--- src/source/controlPkg.sv ---
package controlPkg;

    localparam int instrWidth = 8;

    typedef logic [instrWidth-1:0] instrT;
    typedef logic [2:0] aluOpT;
    typedef logic [3:0] incVecT;   // {PC, RC, RP, RQ}
    typedef logic [9:0] wrEnVecT;  // {AR, R, PC, IR, RL, RC, RP, RQ, R1, AC}
    typedef logic [3:0] busSelT;

    localparam aluOpT aluClr  = 3'd0;
    localparam aluOpT aluPass = 3'd1;
    localparam aluOpT aluAdd  = 3'd2;
    localparam aluOpT aluSub  = 3'd3;
    localparam aluOpT aluMul  = 3'd4;
    localparam aluOpT aluInc  = 3'd5;
    localparam aluOpT aluNone = 3'd6;  // no ALU operation this step

    localparam busSelT busDMem = 4'd0;
    localparam busSelT busR    = 4'd1;
    localparam busSelT busIR   = 4'd2;
    localparam busSelT busRL   = 4'd3;
    localparam busSelT busRC   = 4'd4;
    localparam busSelT busRP   = 4'd5;
    localparam busSelT busRQ   = 4'd6;
    localparam busSelT busR1   = 4'd7;
    localparam busSelT busAC   = 4'd8;
    localparam busSelT busNone = 4'd9;

    localparam instrT opNop   = 8'd0;
    localparam instrT opEndop = 8'd1;
    localparam instrT opClac  = 8'd2;
    localparam instrT opLdiac = 8'd3;
    localparam instrT opLdac  = 8'd4;
    localparam instrT opStr   = 8'd5;
    localparam instrT opStir  = 8'd6;
    localparam instrT opJump  = 8'd7;
    localparam instrT opJmpnz = 8'd8;
    localparam instrT opJmpz  = 8'd9;
    localparam instrT opMul   = 8'd10;
    localparam instrT opAdd   = 8'd11;
    localparam instrT opSub   = 8'd12;
    localparam instrT opIncac = 8'd13;

    // move opcodes carry the selector in the high nibble and 4'hf in the low nibble
    localparam instrT opMvRlAc = {4'd1, 4'd15};
    localparam instrT opMvRpAc = {4'd2, 4'd15};
    localparam instrT opMvRqAc = {4'd3, 4'd15};
    localparam instrT opMvRcAc = {4'd4, 4'd15};
    localparam instrT opMvRAc  = {4'd5, 4'd15};
    localparam instrT opMvR1Ac = {4'd6, 4'd15};
    localparam instrT opMvAcRp = {4'd7, 4'd15};
    localparam instrT opMvAcRq = {4'd8, 4'd15};
    localparam instrT opMvAcRl = {4'd9, 4'd15};

    localparam int wrAr = 9;
    localparam int wrR  = 8;
    localparam int wrPc = 7;
    localparam int wrIr = 6;
    localparam int wrRl = 5;
    localparam int wrRc = 4;
    localparam int wrRp = 3;
    localparam int wrRq = 2;
    localparam int wrR1 = 1;
    localparam int wrAc = 0;

    localparam int incPc = 3;
    localparam int incRc = 2;
    localparam int incRp = 1;
    localparam int incRq = 0;

    typedef enum logic [4:0] {
        kindNop, kindEndop, kindClac, kindLdiac, kindLdac, kindStr, kindStir,
        kindJump, kindJmpnz, kindJmpz, kindMul, kindAdd, kindSub, kindIncac,
        kindMvRlAc, kindMvRpAc, kindMvRqAc, kindMvRcAc, kindMvRAc, kindMvR1Ac,
        kindMvAcRp, kindMvAcRq, kindMvAcRl, kindInvalid
    } instrKindT;

    typedef enum logic [5:0] {
        stepIdle, stepNop, stepEndop, stepClac,
        stepFetchWait, stepFetch1, stepFetch2,
        stepLdiacWait1, stepLdiac1, stepLdiac2, stepLdiacWait2, stepLdiac3,
        stepLdac1, stepLdacWait, stepLdac2,
        stepStirWait1, stepStir1, stepStir2, stepStirWait2, stepStir3,
        stepStr1, stepStrWait, stepStr2,
        stepJumpWait, stepJump1, stepJump2,
        stepJmpnzYWait, stepJmpnzY1, stepJmpnzY2, stepJmpnzN,
        stepJmpzYWait, stepJmpzY1, stepJmpzY2, stepJmpzN,
        stepMul, stepAdd, stepSub, stepIncac,
        stepMvRlAc, stepMvRpAc, stepMvRqAc, stepMvRcAc, stepMvRAc, stepMvR1Ac,
        stepMvAcRp, stepMvAcRq, stepMvAcRl
    } stepT;

endpackage
--- src/source/controlUnit.sv ---
`timescale 1ns/1ps

module controlUnit
    import controlPkg::*;
(
    input  logic    clk,
    input  logic    rst,
    input  logic    start,  // active low
    input  logic    zout,
    input  instrT   ins,
    output aluOpT   aluOp,
    output incVecT  incReg,
    output wrEnVecT wrEnReg,
    output busSelT  busSel,
    output logic    dMemWrEn,
    output logic    zWrEn,
    output logic    done,
    output logic    ready
);

    instrKindT kind;
    stepT      step;

    opcodeDecoder decoder (
        .ins  (ins),
        .kind (kind)
    );

    stepSequencer sequencer (
        .clk   (clk),
        .rst   (rst),
        .start (start),
        .zout  (zout),
        .kind  (kind),
        .step  (step)
    );

    // outputs are a pure function of the registered step
    controlEncoder encoder (
        .step     (step),
        .aluOp    (aluOp),
        .incReg   (incReg),
        .wrEnReg  (wrEnReg),
        .busSel   (busSel),
        .dMemWrEn (dMemWrEn),
        .zWrEn    (zWrEn),
        .done     (done),
        .ready    (ready)
    );

endmodule

--- src/source/controlEncoder.sv ---
`timescale 1ns/1ps

module controlEncoder
    import controlPkg::*;
(
    input  stepT    step,
    output aluOpT   aluOp,
    output incVecT  incReg,
    output wrEnVecT wrEnReg,
    output busSelT  busSel,
    output logic    dMemWrEn,
    output logic    zWrEn,
    output logic    done,
    output logic    ready
);

    always_comb begin
        // idle control word that each step overrides below
        aluOp    = aluNone;
        incReg   = '0;
        wrEnReg  = '0;
        busSel   = busNone;
        dMemWrEn = 1'b0;
        zWrEn    = 1'b0;

        case (step)
            stepEndop: begin
                busSel = busDMem;
            end

            stepClac: begin
                aluOp         = aluClr;
                wrEnReg[wrAc] = 1'b1;
                zWrEn         = 1'b1;
            end

            stepFetchWait, stepFetch1, stepLdiacWait1, stepLdiac1,
            stepStirWait1, stepStir1: begin
                wrEnReg[wrIr] = 1'b1;  // IR <- memory at PC
            end

            stepFetch2: begin
                incReg[incPc] = 1'b1;
                busSel        = busDMem;
            end

            stepLdiac2, stepStir2: begin
                incReg[incPc] = 1'b1;
                wrEnReg[wrAr] = 1'b1;  // address word from IR
                busSel        = busIR;
            end

            stepLdiacWait2, stepLdiac3, stepLdacWait, stepLdac2: begin
                aluOp         = aluPass;
                wrEnReg[wrAc] = 1'b1;
                busSel        = busDMem;
                zWrEn         = 1'b1;
            end

            stepLdac1, stepStr1: begin
                wrEnReg[wrAr] = 1'b1;  // AC holds the address
                busSel        = busAC;
            end

            stepStrWait, stepStr2, stepStirWait2, stepStir3: begin
                dMemWrEn = 1'b1;
            end

            stepJumpWait, stepJump1, stepJmpnzYWait, stepJmpnzY1,
            stepJmpzYWait, stepJmpzY1: begin
                wrEnReg[wrIr] = 1'b1;  // target address into IR
                busSel        = busDMem;
            end

            stepJump2, stepJmpnzY2, stepJmpzY2: begin
                wrEnReg[wrPc] = 1'b1;
                busSel        = busIR;
            end

            stepJmpnzN, stepJmpzN: begin
                incReg[incPc] = 1'b1;  // skip the address word
            end

            stepMul: begin
                aluOp         = aluMul;
                incReg[incRc] = 1'b1;
                incReg[incRp] = 1'b1;
                incReg[incRq] = 1'b1;
                wrEnReg[wrAc] = 1'b1;
                busSel        = busR1;
                zWrEn         = 1'b1;
            end

            stepAdd, stepSub, stepIncac, stepMvAcRp, stepMvAcRq, stepMvAcRl: begin
                wrEnReg[wrAc] = 1'b1;
                zWrEn         = 1'b1;
                case (step)
                    stepAdd: begin
                        aluOp  = aluAdd;
                        busSel = busR;
                    end
                    stepSub: begin
                        aluOp  = aluSub;
                        busSel = busRC;
                    end
                    stepIncac:  aluOp = aluInc;
                    stepMvAcRp: {aluOp, busSel} = {aluPass, busRP};
                    stepMvAcRq: {aluOp, busSel} = {aluPass, busRQ};
                    default:    {aluOp, busSel} = {aluPass, busRL};
                endcase
            end

            // moves from AC set one write enable each
            stepMvRlAc: {wrEnReg[wrRl], busSel} = {1'b1, busAC};
            stepMvRpAc: {wrEnReg[wrRp], busSel} = {1'b1, busAC};
            stepMvRqAc: {wrEnReg[wrRq], busSel} = {1'b1, busAC};
            stepMvRcAc: {wrEnReg[wrRc], busSel} = {1'b1, busAC};
            stepMvRAc:  {wrEnReg[wrR], busSel}  = {1'b1, busAC};
            stepMvR1Ac: {wrEnReg[wrR1], busSel} = {1'b1, busAC};

            default: begin
            end
        endcase
    end

    assign done  = (step == stepEndop);
    assign ready = (step == stepIdle);

endmodule

--- src/source/stepSequencer.sv ---
`timescale 1ns/1ps

module stepSequencer
    import controlPkg::*;
(
    input  logic      clk,
    input  logic      rst,
    input  logic      start,  // active low
    input  logic      zout,
    input  instrKindT kind,
    output stepT      step
);

    stepT nextStep;

    always_ff @(posedge clk or negedge rst) begin
        if (!rst) begin
            step <= stepIdle;
        end else begin
            step <= nextStep;
        end
    end

    // first step of each instruction as chosen in stepFetch2
    function automatic stepT dispatch(input instrKindT k, input logic z);
        stepT s;
        case (k)
            kindNop:    s = stepNop;
            kindEndop:  s = stepEndop;
            kindClac:   s = stepClac;
            kindLdiac:  s = stepLdiacWait1;
            kindLdac:   s = stepLdac1;
            kindStr:    s = stepStr1;
            kindStir:   s = stepStirWait1;
            kindJump:   s = stepJumpWait;
            kindJmpnz:  s = z ? stepJmpnzN : stepJmpnzYWait;  // taken when zero flag clear
            kindJmpz:   s = z ? stepJmpzYWait : stepJmpzN;
            kindMul:    s = stepMul;
            kindAdd:    s = stepAdd;
            kindSub:    s = stepSub;
            kindIncac:  s = stepIncac;
            kindMvRlAc: s = stepMvRlAc;
            kindMvRpAc: s = stepMvRpAc;
            kindMvRqAc: s = stepMvRqAc;
            kindMvRcAc: s = stepMvRcAc;
            kindMvRAc:  s = stepMvRAc;
            kindMvR1Ac: s = stepMvR1Ac;
            kindMvAcRp: s = stepMvAcRp;
            kindMvAcRq: s = stepMvAcRq;
            kindMvAcRl: s = stepMvAcRl;
            default:    s = stepIdle;
        endcase
        return s;
    endfunction

    always_comb begin
        case (step)
            stepIdle:       nextStep = start ? stepIdle : stepFetch1;
            stepEndop:      nextStep = stepEndop;  // halt until reset
            stepNop:        nextStep = stepFetch1;
            stepFetchWait:  nextStep = stepFetch1;
            stepFetch1:     nextStep = stepFetch2;
            stepFetch2:     nextStep = dispatch(kind, zout);

            stepLdiacWait1: nextStep = stepLdiac1;
            stepLdiac1:     nextStep = stepLdiac2;
            stepLdiac2:     nextStep = stepLdiacWait2;
            stepLdiacWait2: nextStep = stepLdiac3;

            stepLdac1:      nextStep = stepLdacWait;
            stepLdacWait:   nextStep = stepLdac2;

            stepStirWait1:  nextStep = stepStir1;
            stepStir1:      nextStep = stepStir2;
            stepStir2:      nextStep = stepStirWait2;
            stepStirWait2:  nextStep = stepStir3;

            stepStr1:       nextStep = stepStrWait;
            stepStrWait:    nextStep = stepStr2;
            stepStr2:       nextStep = stepFetch1;  // no extra wait after a store

            stepJumpWait:   nextStep = stepJump1;
            stepJump1:      nextStep = stepJump2;
            stepJmpnzYWait: nextStep = stepJmpnzY1;
            stepJmpnzY1:    nextStep = stepJmpnzY2;
            stepJmpzYWait:  nextStep = stepJmpzY1;
            stepJmpzY1:     nextStep = stepJmpzY2;

            // last steps (ldiac3, ldac2, stir3, jumps, alu, moves) end through the fetch wait
            default:        nextStep = stepFetchWait;
        endcase
    end

endmodule

--- src/source/opcodeDecoder.sv ---
`timescale 1ns/1ps

module opcodeDecoder
    import controlPkg::*;
(
    input  instrT     ins,
    output instrKindT kind
);

    always_comb begin
        case (ins)
            opNop:    kind = kindNop;
            opEndop:  kind = kindEndop;
            opClac:   kind = kindClac;
            opLdiac:  kind = kindLdiac;
            opLdac:   kind = kindLdac;
            opStr:    kind = kindStr;
            opStir:   kind = kindStir;
            opJump:   kind = kindJump;
            opJmpnz:  kind = kindJmpnz;
            opJmpz:   kind = kindJmpz;
            opMul:    kind = kindMul;
            opAdd:    kind = kindAdd;
            opSub:    kind = kindSub;
            opIncac:  kind = kindIncac;

            // register moves share the low nibble 4'hf
            opMvRlAc: kind = kindMvRlAc;
            opMvRpAc: kind = kindMvRpAc;
            opMvRqAc: kind = kindMvRqAc;
            opMvRcAc: kind = kindMvRcAc;
            opMvRAc:  kind = kindMvRAc;
            opMvR1Ac: kind = kindMvR1Ac;
            opMvAcRp: kind = kindMvAcRp;
            opMvAcRq: kind = kindMvAcRq;
            opMvAcRl: kind = kindMvAcRl;
            default:  kind = kindInvalid;  // unknown byte sends the sequencer back to idle
        endcase
    end

endmodule

--- config.mk ---
export PLATFORM = sky130hd
export DESIGN_NAME = controlUnit
export DESIGN_NICKNAME = d
export VERILOG_FILES = /design/src/source/controlPkg.sv /design/src/source/controlUnit.sv /design/src/source/controlEncoder.sv /design/src/source/stepSequencer.sv /design/src/source/opcodeDecoder.sv
export SDC_FILE = /design/constraint.sdc
export NUM_CORES = 1
export LEC_CHECK = 0
export BUFFER_PORTS_ARGS = -buffer_cell sky130_fd_sc_hd__buf_4
export CELL_PAD_IN_SITES_DETAIL_PLACEMENT = 0
export CELL_PAD_IN_SITES_GLOBAL_PLACEMENT = 1
export CORE_MARGIN = 1
export CORE_UTILIZATION = 41
export CTS_CLUSTER_DIAMETER = 30
export DETAILED_ROUTE_END_ITERATION = 8
export GPL_TIMING_DRIVEN = 0
export PLACE_DENSITY = 0.94
export SLEW_MARGIN = 10
export SYNTH_ARGS = -nofsm -noshare
export SYNTH_HDL_FRONTEND = slang
export SYNTH_SLANG_ARGS = --single-unit
export TNS_END_PERCENT = 30
--- constraint.sdc ---
create_clock -name clk -period 4.1 [get_ports clk]
set_clock_uncertainty 0.2 [all_clocks]
set_input_delay 0.205 -clock clk [delete_from_list [all_inputs] [get_ports clk]]
set_output_delay 0.205 -clock clk [all_outputs]
set_load 0.005 [all_outputs]
==> flow_summary.yaml <==
outcome:
  status: "completed"
setup_path:
  cp-end-kind: "primary output"
  worst-path-max-fanout: 10
  start_kind: "register"
  critPathArrivalTime_ns: 2.36
  worstPathCellList: "clkbuf_1, buf_1, buf_1, a21oi_1, o21ai_0, a21oi_1, buf_4, buf_4"
  cpLargestDelayFamily: "buffers and inverters"
  critPathLaunch: "sequencer.step[2]"
  critPathBufInv: 5
  r2r-start: "sequencer.step[2]"
  critPathKind: "register to primary output"
  max_stage_delay_ns: 0.41
  critPathSlowestCell: "buf_1"
  cp.required_ns: 3.69
layout:
  nFillCells: 423
  seqCellArea_sq_um: 150.1
  top_register: "sequencer.step"
  drive_above_1_share_pct: 16.35
  finish.utilization_pct: 51.77
  multiInputGateArea_sq_um: 1396
  layout_common_cells: "buf_4 (37), nor2_1 (32), nand2_1 (24), clkbuf_1 (22), a21oi_1 (21)"
  diodes: 0
  final_nets: 326
  largestRegisters: "sequencer.step x6"
  area_growth_pct: 21.16
  largest_reg_flops: 6
  layout_commonest_cell: "buf_4"
flow_run:
  maxCapViolations: 0
clocking:
  cts.sinks: 6
  clkTransAtPathRegs_ns: 0.03
  cts_root_buf: "clkbuf_8"
  cts_buffers: 3
  htreeDepth: 1
  max-clock-path-buffers: 2
  cts_tree: "yes"
  clock_latency_ns: 0.22
  postCtsSetupRepairBufs: 0
floorplan:
  rows: 23
  die_w_microns: 66.57
  start_util_pct: 42.73
  dieArea_sq_um: 4431
  die_h_microns: 66.57
  coreArea_sq_um: 4000
  ios: 37
timing:
  period_needed_ns: 2.762
  rsz0062_at_grt: "no"
  setup_slack_ns: 1.338
  fmax_mhz: 362.1
  setup_viol: 0
  fin_setup_tns_ns: 0
  tightestPinTransition_ns: 0.5776
  slew_headroom_pct: 61.24
  finalCritPeriodShare_pct: 67.36
  hold_viol_final: 0
  drv_slew: 0
yosys:
  async_reset_ff_share_pct: 100.0
  yosysWarnings: 0
  synth_area_sq_um: 1709
  synth.distinct_cells: 58
  syn_nets: 287
  synth_edf_count: 0
  synth_ff_type: "dfrtp_1"
  syn_avg_cell_area_sq_um: 6.215
  syn_inst: 275
  synth_seq_area_share_pct: 8.785
  synth.ff_latch_count: 6
global_route:
  grt_pass1_wl_microns: 9349
  grt_overflow: 0
  grt_pass1_vias: 1961
  grt_use_total_pct: 26.52
  antenna_found_initial: 0
  grt_max_degree: 11
detailed_routing:
  viasPerCell: 6.116
  vias: 2214
  drt_wl_total_microns: 5465
  wl_per_cell_microns: 15.10
  drc: 0
  ant_nets: 0
  firstDrtPassIters: 5
  drtIter0Drc: 215
placement:
  dp_slack_ns: 1.617
  dp_hpwl_microns: 4166
  globalplace.congestion: 0.9407
  numPortBuffers: 33
pwr:
  power_density_nw_per_um2: 517.5
  leakage_nw: 0.7485
  vdd.ir_drop.worst_mv: 0.1848
worst_hold_path:
  min_path_type: "primary input to asynchronous set/reset pin"
[stage by stage]
stage | hold slack, ns | area, sq um | power [mW] | cells
2_1_floorplan | -0.2906 | 1709 | 0.7033 | 275
3_3_place_gp | -0.1879 | 2019 | 0.9700 | 358
3_5_place_dp | -0.1861 | 2019 | 0.9684 | 358
4_1_cts | 0.1299 | 2071 | 1.060 | 362
5_1_grt | 0.1424 | 2071 | 1.188 | 362
6_report | 0.1311 | 2071 | 1.072 | 362
[synthesized netlist by cell type (5+ instances only)]
| library cell | number | share of area, % |
|---|---|---|
| a21oi_1 | 21 | 6.1 |
| a31oi_1 | 8 | 2.9 |
| clkbuf_1 | 22 | 4.8 |
| dfrtp_1 | 6 | 8.8 |
| inv_1 | 8 | 1.8 |
| nand2_1 | 24 | 5.3 |
| nand2b_1 | 7 | 2.6 |
| nand3_1 | 10 | 2.9 |
| nor2_1 | 32 | 7.0 |
| nor2b_1 | 7 | 2.6 |
| nor3_1 | 14 | 4.1 |
| nor4_1 | 5 | 1.8 |
| o211ai_1 | 5 | 2.2 |
| o21ai_0 | 20 | 5.9 |
| or4_1 | 6 | 2.6 |
[worst paths after layout]
check / to / slack [ns] / cells past startpoint
max: wrEnReg[0] / 1.34 / 8
min: sequencer.step[3] / 0.13 / 2
max reg2reg: sequencer.step[2] / 1.81 / 7
min reg2reg: sequencer.step[5] / 0.60 / 3
max in group asynchronous: sequencer.step[5] / 3.46 / 2
min in group clk: sequencer.step[5] / 0.25 / 5
[where the power goes]
group	switching [mW]	internal, mW	leakage [nW]	total [mW]
registers	0.0265	0.0823	0.0791	0.109
logic	0.530	0.348	0.648	0.878
clock network	0.0217	0.0627	0.0216	0.0845
total	0.578	0.493	0.749	1.07
[cell type report]
cell class | count | share of cell area, %
inverter | 8 | 1.450
clock buffer | 3 | 1.994
timing repair buffer | 34 | 12.45
buffer | 31 | 6.405
tap | 50 | 3.021
multi-input combinational | 230 | 67.43
sequential | 6 | 7.251
[worst reg2reg max path, delay by kind of cell, from the launching register on]
family | cells | cell delay (ns)
buf+inv | 1 | 0.22
compound gates | 3 | 0.51
simple gates | 3 | 0.82
flops | 1 | 0.40
[routing by layer]
metal  track usage (%)  vias to the layer above  part of all wire, %
met1             38.85                     1004                   47
met3             3.596                        4                  7.9
met4             3.989                        0                 0.73
met2             41.29                      100                   44
li1                  -                     1106                    -
met5                 0                        -                    0
[cells by family (layout without fill, tap and decap cells)]
group,count (synthesis),in the layout,synth area share (%)
adders and majority gates,1,1,0.5857
DFF,6,6,8.785
and+or+nand+nor,127,127,40.48
muxes,1,1,0.8782
AOI/OAI and AO/OA,97,97,37.70
xor gates and xnor gates,4,4,2.050
buffers and inverters,39,76,9.516
[repair_timing]
action	4_1_cts	5_1_grt
resized for setup	0	0
hold buffers	1	0
hold endpoints to repair	6	0
Note: power is estimated with default switching activity, not from simulation.
